[src/include/mapper_params.svh]
// register map and timing constants for the memory mapper
// register indices assume a 32 entry byte-wide register file
// transfer wait is counted in clk cycles, not cpu_cen pulses
`ifndef MAPPER_PARAMS_SVH
`define MAPPER_PARAMS_SVH

`define MAPPER_NREGS        32

`define MAPPER_REG_DATA_HI  0   // transfer data, high byte
`define MAPPER_REG_DATA_LO  1
`define MAPPER_REG_CTRL     2   // bit 0 cpu reset, bit 1 cpu halt
`define MAPPER_REG_IRQ      4
`define MAPPER_IRQ_RESET    7
`define MAPPER_REG_XFER     5   // transfer command
`define MAPPER_REG_RDADDR   7   // three bytes, 7 to 9
`define MAPPER_REG_WRADDR   10  // three bytes, 10 to 12
`define MAPPER_REG_REGION   16  // size at 16+2r, base at 17+2r

`define MAPPER_XFER_CMD_WR  2'b01
`define MAPPER_XFER_CMD_RD  2'b10
`define MAPPER_XFER_WAIT    7

`endif

[src/design/mapper_bus_pkg.sv]
// bus side types of the mapper
// addresses are 68000 word addresses, bit 0 is never carried
`default_nettype none

package mapper_bus_pkg;

    // word address, bits 23 to 1
    typedef logic [23:1] addr_t;

    // bus data word
    typedef logic [15:0] word_t;

    // one mapper register
    typedef logic [7:0] byte_t;

    // one-hot, bit r set for region r
    typedef logic [7:0] region_sel_t;

    // cpu function code, 7 means interrupt acknowledge
    typedef logic [2:0] fc_t;

endpackage

`default_nettype wire

[src/design/mapper_ctrl_pkg.sv]
// control side types of the mapper
// the transfer FSM encoding is left to the enum default
`default_nettype none

package mapper_ctrl_pkg;

    // index into the 32 entry register file
    typedef logic [4:0] reg_idx_t;

    // size register bits 3..2
    // 0 to 2 give 1 to 3 cpu_cen pulses, 3 hands DTACK to edack_n
    typedef logic [1:0] dtack_cyc_t;

    // MCU single-word transfer
    typedef enum logic [1:0] {
        XFER_IDLE,
        XFER_REQ,      // waiting for bus grant
        XFER_ACCESS,   // MCU owns the bus, strobe low
        XFER_FINISH    // strobe released, read data stored
    } xfer_state_t;

endpackage

`default_nettype wire

[src/design/mapper_regs.sv]
// mapper register file, written by the main CPU or by the MCU
// any MCU write locks out CPU writes until rst
// CPU writes only land while no region decodes the bus address
// MCU inputs are taken as already synchronous to clk
`timescale 1ns/100ps
`default_nettype none

`include "mapper_params.svh"

module mapper_regs (
    input  wire                        clk,
    input  wire                        rst,
    input  mapper_bus_pkg::addr_t      cpu_addr,
    input  mapper_bus_pkg::word_t      cpu_dout,
    input  wire [1:0]                  cpu_dsn,
    input  wire                        cpu_rnw,
    input  wire                        cpu_asn,
    input  wire                        region_none,
    input  mapper_ctrl_pkg::reg_idx_t  mcu_addr,
    input  mapper_bus_pkg::byte_t      mcu_dout,
    input  wire                        mcu_wr,
    input  wire                        rd_load,
    input  mapper_bus_pkg::word_t      rd_data,
    input  wire                        xfer_busy,
    output logic [8*`MAPPER_NREGS-1:0] regs_flat,
    output mapper_bus_pkg::byte_t      mcu_din,
    output logic                       xfer_rd,
    output logic                       xfer_wr,
    output mapper_bus_pkg::addr_t      rd_addr,
    output mapper_bus_pkg::addr_t      wr_addr,
    output mapper_bus_pkg::word_t      wr_data,
    output logic                       cpu_rst,
    output logic                       cpu_haltn
);
    import mapper_bus_pkg::*;
    import mapper_ctrl_pkg::*;

    byte_t    mmr [`MAPPER_NREGS];
    logic     mcu_lock;       // set by first MCU write
    logic     wren_cpu;
    logic     wren_cpu_l;
    logic     reg_we;
    reg_idx_t wsel;
    byte_t    wdata;
    logic     xfer_cmd;
    logic     rst_dly;

    // CPU write strobe, low byte lane only
    assign wren_cpu = ~cpu_asn & ~cpu_rnw & ~cpu_dsn[0] & region_none;

    // MCU has priority over a CPU write in the same cycle
    assign wsel   = mcu_wr ? mcu_addr : cpu_addr[5:1];
    assign wdata  = mcu_wr ? mcu_dout : cpu_dout[7:0];
    assign reg_we = mcu_wr | (wren_cpu & ~wren_cpu_l & ~mcu_lock);

    // start pulses, dropped while a transfer is running
    assign xfer_cmd = reg_we & (wsel == `MAPPER_REG_XFER) & ~xfer_busy;
    assign xfer_wr  = xfer_cmd & (wdata[1:0] == `MAPPER_XFER_CMD_WR);
    assign xfer_rd  = xfer_cmd & (wdata[1:0] == `MAPPER_XFER_CMD_RD);

    // lowest index byte is the most significant, top bit dropped
    assign rd_addr = {mmr[`MAPPER_REG_RDADDR][6:0], mmr[`MAPPER_REG_RDADDR+1],
                      mmr[`MAPPER_REG_RDADDR+2]};
    assign wr_addr = {mmr[`MAPPER_REG_WRADDR][6:0], mmr[`MAPPER_REG_WRADDR+1],
                      mmr[`MAPPER_REG_WRADDR+2]};
    assign wr_data = {mmr[`MAPPER_REG_DATA_HI], mmr[`MAPPER_REG_DATA_LO]};

    assign cpu_haltn = ~mmr[`MAPPER_REG_CTRL][1];

    always_comb begin
        for (int i = 0; i < `MAPPER_NREGS; i++) begin
            regs_flat[8*i +: 8] = mmr[i];
        end
    end

    always_ff @(posedge clk) begin
        if (rst) begin
            for (int i = 0; i < `MAPPER_NREGS; i++) begin
                mmr[i] <= (i == `MAPPER_REG_IRQ) ? byte_t'(`MAPPER_IRQ_RESET) : byte_t'(0);
            end
            mcu_lock   <= 1'b0;
            wren_cpu_l <= 1'b0;
        end else begin
            wren_cpu_l <= wren_cpu;
            if (mcu_wr) mcu_lock <= 1'b1;   // sticky until rst
            if (reg_we) mmr[wsel] <= wdata;
            if (rd_load) begin
                // read data from a finished transfer
                mmr[`MAPPER_REG_DATA_HI] <= rd_data[15:8];
                mmr[`MAPPER_REG_DATA_LO] <= rd_data[7:0];
            end
        end
    end

    always_ff @(posedge clk) begin
        mcu_din <= mmr[mcu_addr];   // readback, one cycle late
    end

    // cpu reset held two extra cycles past rst
    always_ff @(posedge clk) begin
        rst_dly <= mmr[`MAPPER_REG_CTRL][0] | rst;
        cpu_rst <= rst_dly;
    end

endmodule

`default_nettype wire

[src/design/region_decode.sv]
// combinational region decode over eight base/size register pairs
// the lowest matching region index wins
// an interrupt acknowledge cycle (fc 7) selects no region
`timescale 1ns/100ps
`default_nettype none

`include "mapper_params.svh"

module region_decode (
    input  wire [8*`MAPPER_NREGS-1:0]   regs_flat,
    input  mapper_bus_pkg::addr_t       addr_out,
    input  mapper_bus_pkg::fc_t         cpu_fc,
    output mapper_bus_pkg::region_sel_t region_active,
    output logic                        region_none,
    output mapper_ctrl_pkg::dtack_cyc_t dtack_cyc
);
    import mapper_bus_pkg::*;

    byte_t       size_reg [8];
    byte_t       base_reg [8];
    region_sel_t match;

    always_comb begin
        for (int r = 0; r < 8; r++) begin
            size_reg[r] = regs_flat[8*(`MAPPER_REG_REGION + 2*r) +: 8];
            base_reg[r] = regs_flat[8*(`MAPPER_REG_REGION + 2*r + 1) +: 8];
        end
    end

    // size bits 1..0 set how many top address bits are compared
    always_comb begin
        match = '0;
        for (int r = 0; r < 8; r++) begin
            case (size_reg[r][1:0])
                2'd0: match[r] = addr_out[23:16] == base_reg[r];        // 64 kB
                2'd1: match[r] = addr_out[23:17] == base_reg[r][7:1];   // 128 kB
                2'd2: match[r] = addr_out[23:19] == base_reg[r][7:3];   // 512 kB
                2'd3: match[r] = addr_out[23:21] == base_reg[r][7:5];   // 2 MB
                default: match[r] = 1'b0;
            endcase
        end
        if (cpu_fc == 3'b111) match = '0;
    end

    // isolate lowest set bit
    assign region_active = match & (~match + region_sel_t'(1));
    assign region_none   = (region_active == '0);

    always_comb begin
        dtack_cyc = '0;
        for (int r = 0; r < 8; r++) begin
            if (region_active[r]) dtack_cyc = size_reg[r][3:2];
        end
    end

endmodule

`default_nettype wire

[src/design/dtack_gen.sv]
// CPU DTACK from a count of cpu_cen pulses inside the bus cycle
// wait code 3 hands DTACK over to the external edack_n pin
// cpu_cen is taken as a one clk wide pulse
`timescale 1ns/100ps
`default_nettype none

module dtack_gen (
    input  wire                         clk,
    input  wire                         rst,
    input  wire                         cpu_cen,
    input  wire                         cpu_asn,
    input  mapper_ctrl_pkg::dtack_cyc_t dtack_cyc,
    input  wire                         edack_n,
    output logic                        cpu_dtackn
);
    import mapper_ctrl_pkg::*;

    dtack_cyc_t cen_cnt;     // pulses already seen in this cycle
    logic       dtackn_r;

    always_ff @(posedge clk) begin
        if (rst) begin
            cen_cnt  <= '0;
            dtackn_r <= 1'b1;
        end else if (cpu_asn) begin
            // bus cycle over, release on the next edge
            cen_cnt  <= '0;
            dtackn_r <= 1'b1;
        end else if (cpu_cen) begin
            if (cen_cnt == dtack_cyc) begin
                dtackn_r <= 1'b0;   // Nth pulse reached
            end else begin
                cen_cnt <= cen_cnt + 2'd1;
            end
        end
    end

    assign cpu_dtackn = (dtack_cyc == 2'd3) ? edack_n : dtackn_r;

endmodule

`default_nettype wire

[src/design/mcu_bus_master.sv]
// MCU single-word bus transfers plus the bus owner mux
// bus_req is a plain level held until bus_grant, no 68000 arbitration
// the MCU drives both byte strobes, so transfers are always full words
// bus_busy from memory stretches the access past the fixed wait
`timescale 1ns/100ps
`default_nettype none

`include "mapper_params.svh"

module mcu_bus_master (
    input  wire                   clk,
    input  wire                   rst,
    input  wire                   xfer_rd,
    input  wire                   xfer_wr,
    input  mapper_bus_pkg::addr_t rd_addr,
    input  mapper_bus_pkg::addr_t wr_addr,
    input  mapper_bus_pkg::word_t wr_data,
    input  mapper_bus_pkg::addr_t cpu_addr,
    input  mapper_bus_pkg::word_t cpu_dout,
    input  wire [1:0]             cpu_dsn,
    input  wire                   cpu_rnw,
    input  wire                   cpu_asn,
    input  wire                   bus_grant,
    input  wire                   bus_busy,
    input  mapper_bus_pkg::word_t bus_dout,
    output logic                  bus_req,
    output logic                  bus_mcu,
    output logic                  xfer_busy,
    output logic                  rd_load,
    output mapper_bus_pkg::word_t rd_data,
    output mapper_bus_pkg::addr_t addr_out,
    output mapper_bus_pkg::word_t bus_din,
    output logic [1:0]            bus_dsn,
    output logic                  bus_rnw,
    output logic                  bus_asn
);
    import mapper_ctrl_pkg::*;

    xfer_state_t state;
    logic [2:0]  wait_cnt;
    logic        is_rd;      // current transfer is a read

    always_ff @(posedge clk) begin
        if (rst) begin
            state    <= XFER_IDLE;
            wait_cnt <= '0;
            is_rd    <= 1'b0;
        end else begin
            case (state)
                XFER_IDLE: if (xfer_rd || xfer_wr) begin
                    state <= XFER_REQ;
                    is_rd <= xfer_rd;
                end
                XFER_REQ: if (bus_grant) begin
                    state    <= XFER_ACCESS;
                    wait_cnt <= 3'(`MAPPER_XFER_WAIT - 1);
                end
                XFER_ACCESS: begin
                    if (wait_cnt != 0) wait_cnt <= wait_cnt - 3'd1;
                    else if (!bus_busy) state <= XFER_FINISH;
                end
                default: state <= XFER_IDLE;   // finish lasts one cycle
            endcase
        end
    end

    // sample memory data as the access closes
    always_ff @(posedge clk) begin
        if (state == XFER_ACCESS && wait_cnt == 0 && !bus_busy) rd_data <= bus_dout;
    end

    assign bus_req   = (state == XFER_REQ);
    assign bus_mcu   = (state == XFER_ACCESS) || (state == XFER_FINISH);
    assign xfer_busy = (state != XFER_IDLE);
    assign rd_load   = (state == XFER_FINISH) && is_rd;

    // CPU passes straight through unless the MCU owns the bus
    assign addr_out = bus_mcu ? (is_rd ? rd_addr : wr_addr) : cpu_addr;
    assign bus_din  = bus_mcu ? wr_data : cpu_dout;
    assign bus_dsn  = bus_mcu ? 2'b00 : cpu_dsn;
    assign bus_rnw  = bus_mcu ? is_rd : cpu_rnw;
    assign bus_asn  = bus_mcu ? (state != XFER_ACCESS) : cpu_asn;

endmodule

`default_nettype wire

[src/design/mapper_top.sv]
// memory mapper top, interconnect only
// cpu_cen comes from outside, no clock divider in here
// interrupts and the sound latch are not modeled
`timescale 1ns/100ps
`default_nettype none

`include "mapper_params.svh"

module mapper_top (
    input  wire                         clk,
    input  wire                         rst,
    input  mapper_bus_pkg::addr_t       cpu_addr,
    input  mapper_bus_pkg::word_t       cpu_dout,
    input  wire [1:0]                   cpu_dsn,
    input  wire                         cpu_rnw,
    input  wire                         cpu_asn,
    input  mapper_bus_pkg::fc_t         cpu_fc,
    input  wire                         cpu_cen,
    input  wire                         edack_n,
    input  mapper_ctrl_pkg::reg_idx_t   mcu_addr,
    input  mapper_bus_pkg::byte_t       mcu_dout,
    input  wire                         mcu_wr,
    input  wire                         bus_grant,
    input  wire                         bus_busy,
    input  mapper_bus_pkg::word_t       bus_dout,
    output mapper_bus_pkg::byte_t       mcu_din,
    output logic                        cpu_rst,
    output logic                        cpu_haltn,
    output logic                        cpu_dtackn,
    output mapper_bus_pkg::region_sel_t region_active,
    output logic                        bus_req,
    output logic                        bus_mcu,
    output mapper_bus_pkg::addr_t       addr_out,
    output mapper_bus_pkg::word_t       bus_din,
    output logic [1:0]                  bus_dsn,
    output logic                        bus_rnw,
    output logic                        bus_asn
);
    import mapper_bus_pkg::*;
    import mapper_ctrl_pkg::*;

    logic [8*`MAPPER_NREGS-1:0] regs_flat;
    logic       region_none;
    dtack_cyc_t dtack_cyc;
    logic       xfer_rd, xfer_wr, xfer_busy, rd_load;
    addr_t      rd_addr, wr_addr;
    word_t      wr_data, rd_data;

    mapper_regs mapper_regs_i (
        .clk, .rst, .cpu_addr, .cpu_dout, .cpu_dsn, .cpu_rnw, .cpu_asn,
        .region_none, .mcu_addr, .mcu_dout, .mcu_wr, .rd_load, .rd_data,
        .xfer_busy, .regs_flat, .mcu_din, .xfer_rd, .xfer_wr, .rd_addr,
        .wr_addr, .wr_data, .cpu_rst, .cpu_haltn
    );

    region_decode region_decode_i (
        .regs_flat, .addr_out, .cpu_fc, .region_active, .region_none, .dtack_cyc
    );

    dtack_gen dtack_gen_i (
        .clk, .rst, .cpu_cen, .cpu_asn, .dtack_cyc, .edack_n, .cpu_dtackn
    );

    mcu_bus_master mcu_bus_master_i (
        .clk, .rst, .xfer_rd, .xfer_wr, .rd_addr, .wr_addr, .wr_data,
        .cpu_addr, .cpu_dout, .cpu_dsn, .cpu_rnw, .cpu_asn, .bus_grant,
        .bus_busy, .bus_dout, .bus_req, .bus_mcu, .xfer_busy, .rd_load,
        .rd_data, .addr_out, .bus_din, .bus_dsn, .bus_rnw, .bus_asn
    );

endmodule

`default_nettype wire

[config.mk]
export PLATFORM = sky130hd
export DESIGN_NAME = mapper_top
export DESIGN_NICKNAME = d
export VERILOG_FILES = /design/src/design/mapper_bus_pkg.sv /design/src/design/mapper_ctrl_pkg.sv /design/src/design/mapper_regs.sv /design/src/design/region_decode.sv /design/src/design/dtack_gen.sv /design/src/design/mcu_bus_master.sv /design/src/design/mapper_top.sv
export VERILOG_INCLUDE_DIRS = /design/src /design/src/include
export SDC_FILE = /design/constraint.sdc
export NUM_CORES = 1
export LEC_CHECK = 0
export BUFFER_PORTS_ARGS = -buffer_cell sky130_fd_sc_hd__buf_2
export CAP_MARGIN = 20
export CORE_ASPECT_RATIO = 1.2
export CORE_MARGIN = 8
export CORE_UTILIZATION = 60
export CTS_CLUSTER_DIAMETER = 120
export DETAILED_ROUTE_END_ITERATION = 16
export GPL_TIMING_DRIVEN = 0
export HOLD_SLACK_MARGIN = 0.06
export PLACE_DENSITY = 0.8
export REMOVE_ABC_BUFFERS = 1
export SLEW_MARGIN = 0
export SYNTH_ARGS = -nofsm -noshare
export SYNTH_HDL_FRONTEND = slang
export SYNTH_SLANG_ARGS = --single-unit
[constraint.sdc]
create_clock -name clk -period 8.12 [get_ports clk]
set_input_delay 2.436 -clock clk [delete_from_list [all_inputs] [get_ports clk]]
set_output_delay 2.436 -clock clk [all_outputs]
set_load 0.05 [all_outputs]
==> results_dict.tcl <==
set metrics [dict create \
    reg2reg_to "mapper_regs_i.mmr[20][2]" \
    diodes 0 \
    critPathLaunchType "input port" \
    wl_per_cell_um 26.1 \
    cp-end-kind "output port" \
    path_clk_slew_ns 0.07 \
    fmax_ghz 0.125 \
    root_buffer "clkbuf_16" \
    r2r_start "mcu_bus_master_i.state[0]" \
    finalWirelength_mm 45.6 \
    vias 11900 \
    routed_via_density 6.83 \
    tightest_slew_ns 1.12 \
    worstHoldPathCells 0 \
    r2r_slack_ns 1.62 \
    die-area_um2 31800 \
    cts.path.max_buffers 3 \
    nNetsFinal 1475 \
    syn_avg_cell_area_um2 12.1 \
    power.density_nw_per_um2 200 \
    cts.sinks 293 \
    p_leak_nw 6.58 \
    grt_pass1_wl_mm 68.2 \
    hp-class "flop to flop" \
    period_needed_ns 8.01 \
    ant_nets 0 \
    grtUsageMet2_pct 47.9 \
    ys_ff_latch 293 \
    antenna_found_initial 1 \
    power_w 0.00360 \
    synthArstFlopShare_pct 0 \
    gp_congestion 0.959 \
    area_growth_pct 14.1 \
    required_ns 5.68 \
    overflow 0 \
    grt_util_met3_pct 4.86 \
    core_area_um2 26100 \
    path_cells "buf_2 -> nor3b_4 -> buf_4 -> a211oi_1 -> o41a_1 -> or4_4 -> o211ai_1 -> a311oi_1 -> o221ai_1 -> a21oi_1 -> a21o_2 -> nand2_1 -> mux2_2 -> buf_2" \
    drt-pass1-iter-count 5 \
    ir_drop_uv 188 \
    hold_slack_ns 0.328 \
    grtUsageMet1_pct 33.9 \
    period_share_pct 98.6 \
    stdcell_count 1744 \
    crit_slowest_cell "or4_4" \
    grt_usage_pct 28.0 \
    cts_hold_buf 0 \
    fin_worst_skew_ns 0.0128 \
    mostFrequentLayoutCells "edfxtp_1 (272), nor3_1 (159), buf_2 (143), nand2_1 (125), nor2_1 (116)" \
    initial_core_util_pct 60.5 \
    slew_violations 0 \
    rows 65 \
    io_pins 146 \
    holdPathEnd "mapper_regs_i.cpu_rst" \
    synth_cell_types 80 \
    grt_busiest_layer "met2" \
    clock_latency_ns 0.56 \
    drive_gt1_share_pct 25.7 \
    yosysWarnings 0 \
    crit_arrival_ns 5.57 \
    cts_tree "built" \
    die_h_um 194 \
    cap_violations 0 \
    drcViolationCount 0 \
    crit_fanout 4 \
    crit_path_start "cpu_addr[19]" \
    syn_area_um2 15800 \
    synthCells 1303 \
    hold_viol 0 \
    cpMostUsedCell "buf_2" \
    r2r_cells 14 \
    outcome "finished, final reports clean" \
    port_buffers 145 \
    yosysSeqAreaShare_pct 54.3 \
    worstSetupPathType "input port to output port" \
    grt_max_degree 68 \
    final_common_cell "edfxtp_1" \
    synth-edff-count 272 \
    grt_pass1_vias 11800 \
    dp_cells 1683 \
    drtIter0Drc 1364 \
    slew_headroom_pct 23.4 \
    cts_buffers 29 \
    synthFlopType "edfxtp_1" \
    cpPeakStageDelay_ns 0.58 \
    dieWidth_um 164 \
    dp_hpwl_mm 31.7 \
    setup_viol 0 \
    hp-start "mapper_regs_i.rst_dly" \
    h-tree-depth 1 \
]
==> Yosys cell counts (15+ instances only) <==
cell / number / share of area [%]
buf_2: 22 / 0.70
nor2_1: 116 / 2.8
xor2_1: 29 / 1.6
nand2_1: 125 / 3.0
nand2b_1: 15 / 0.59
a211oi_1: 35 / 1.7
o21bai_1: 17 / 0.81
a21oi_1: 18 / 0.57
nor3_1: 159 / 5.0
a22o_1: 16 / 0.89
mux4_2: 80 / 11
clkbuf_1: 68 / 1.6
dfxtp_1: 21 / 2.7
inv_1: 45 / 1.1
mux2i_1: 37 / 2.3
edfxtp_1: 272 / 52
o21ai_0: 24 / 0.76
nand3_1: 19 / 0.60
==> routing by layer <==
metal,up-vias,wire [um]
li1,5122,-
met1,5786,15200
met2,832,23000
met3,173,4910
met4,2,2460
met5,-,11
==> state kept, by name, indices dropped and copies added, names as in the netlist <==
signal / count
mapper_regs_i.mcu_lock: 1
mapper_regs_i.wren_cpu_l: 1
dtack_gen_i.cen_cnt: 2
dtack_gen_i.dtackn_r: 1
mapper_regs_i.cpu_rst: 1
mcu_bus_master_i.state: 2
mapper_regs_i.mmr: 256
mcu_bus_master_i.rd_data: 16
mcu_bus_master_i.is_rd: 1
mapper_regs_i.rst_dly: 1
mcu_bus_master_i.wait_cnt: 3
mapper_regs_i.mcu_din: 8
==> power by group <==
group	leakage, nW	switching [W]	internal [W]	total [W]
combinational	3.03	0.000310	0.000155	0.000465
sequential	3.06	0.0000266	0.00169	0.00172
clock	0.497	0.000584	0.000836	0.00142
==> metrics by stage <==
step / setup TNS [ns] / util [%] / worst slack, ns / instance area (um2)
5_1_grt: -0.00694 / 69.1 / -0.00694 / 18000
3_3_place_gp: -8.81 / 62.9 / -0.298 / 16400
3_5_place_dp: -0.162 / 64.6 / -0.162 / 16900
4_1_cts: 0 / 68.7 / 0.0284 / 17900
2_1_floorplan: 0 / - / 0.111 / 15300
6_report: 0 / 69.1 / 0.112 / 18000
==> logic make-up (layout without fill, tap and decap cells) <==
kind of cell / after synthesis / in the layout / share of synthesized area [%]
fa+ha+maj: 6 / 6 / 0.475
xor+xnor: 34 / 34 / 1.88
buf+inv: 162 / 267 / 4.52
compound gates: 178 / 178 / 8.56
flops: 293 / 293 / 54.3
simple gates: 502 / 503 / 15.6
mux: 128 / 128 / 14.6
==> worst max-delay path: cells and delay by family <==
family / cells / cell delay, ns
compound gates: 7 / 1.41
buf+inv: 3 / 0.53
mux: 1 / 0.32
simple gates: 3 / 0.86
==> worst max-delay path by stage <==
stage                                     to  cells past startpoint
floorplan                         cpu_dtackn                     11
global placement    mapper_regs_i.mmr[20][1]                     10
detailed placement                cpu_dtackn                     15
CTS                               cpu_dtackn                     13
global route                      cpu_dtackn                     14
finish                            cpu_dtackn                     14
==> final cells by class <==
class                   count  area, um2
inverters                  48        185
clock buffers              35        768
repair buffers            166       1140
flip-flops and latches    293       8590
well taps                 335        419
clock inverters            18        233
multi-input cells         849       6690
fillers                  1724       8080
==> repair_timing <==
| action | in CTS | in global routing |
|---|---|---|
| cloned | 0 | 1 |
| resized for setup | 11 | 5 |
| pin swaps | 0 | 3 |
| setup buffers | 0 | 6 |
| endpoints found under the setup margin | 2 | 1 |
No activity file was read; power rests on OpenSTA's default activity.
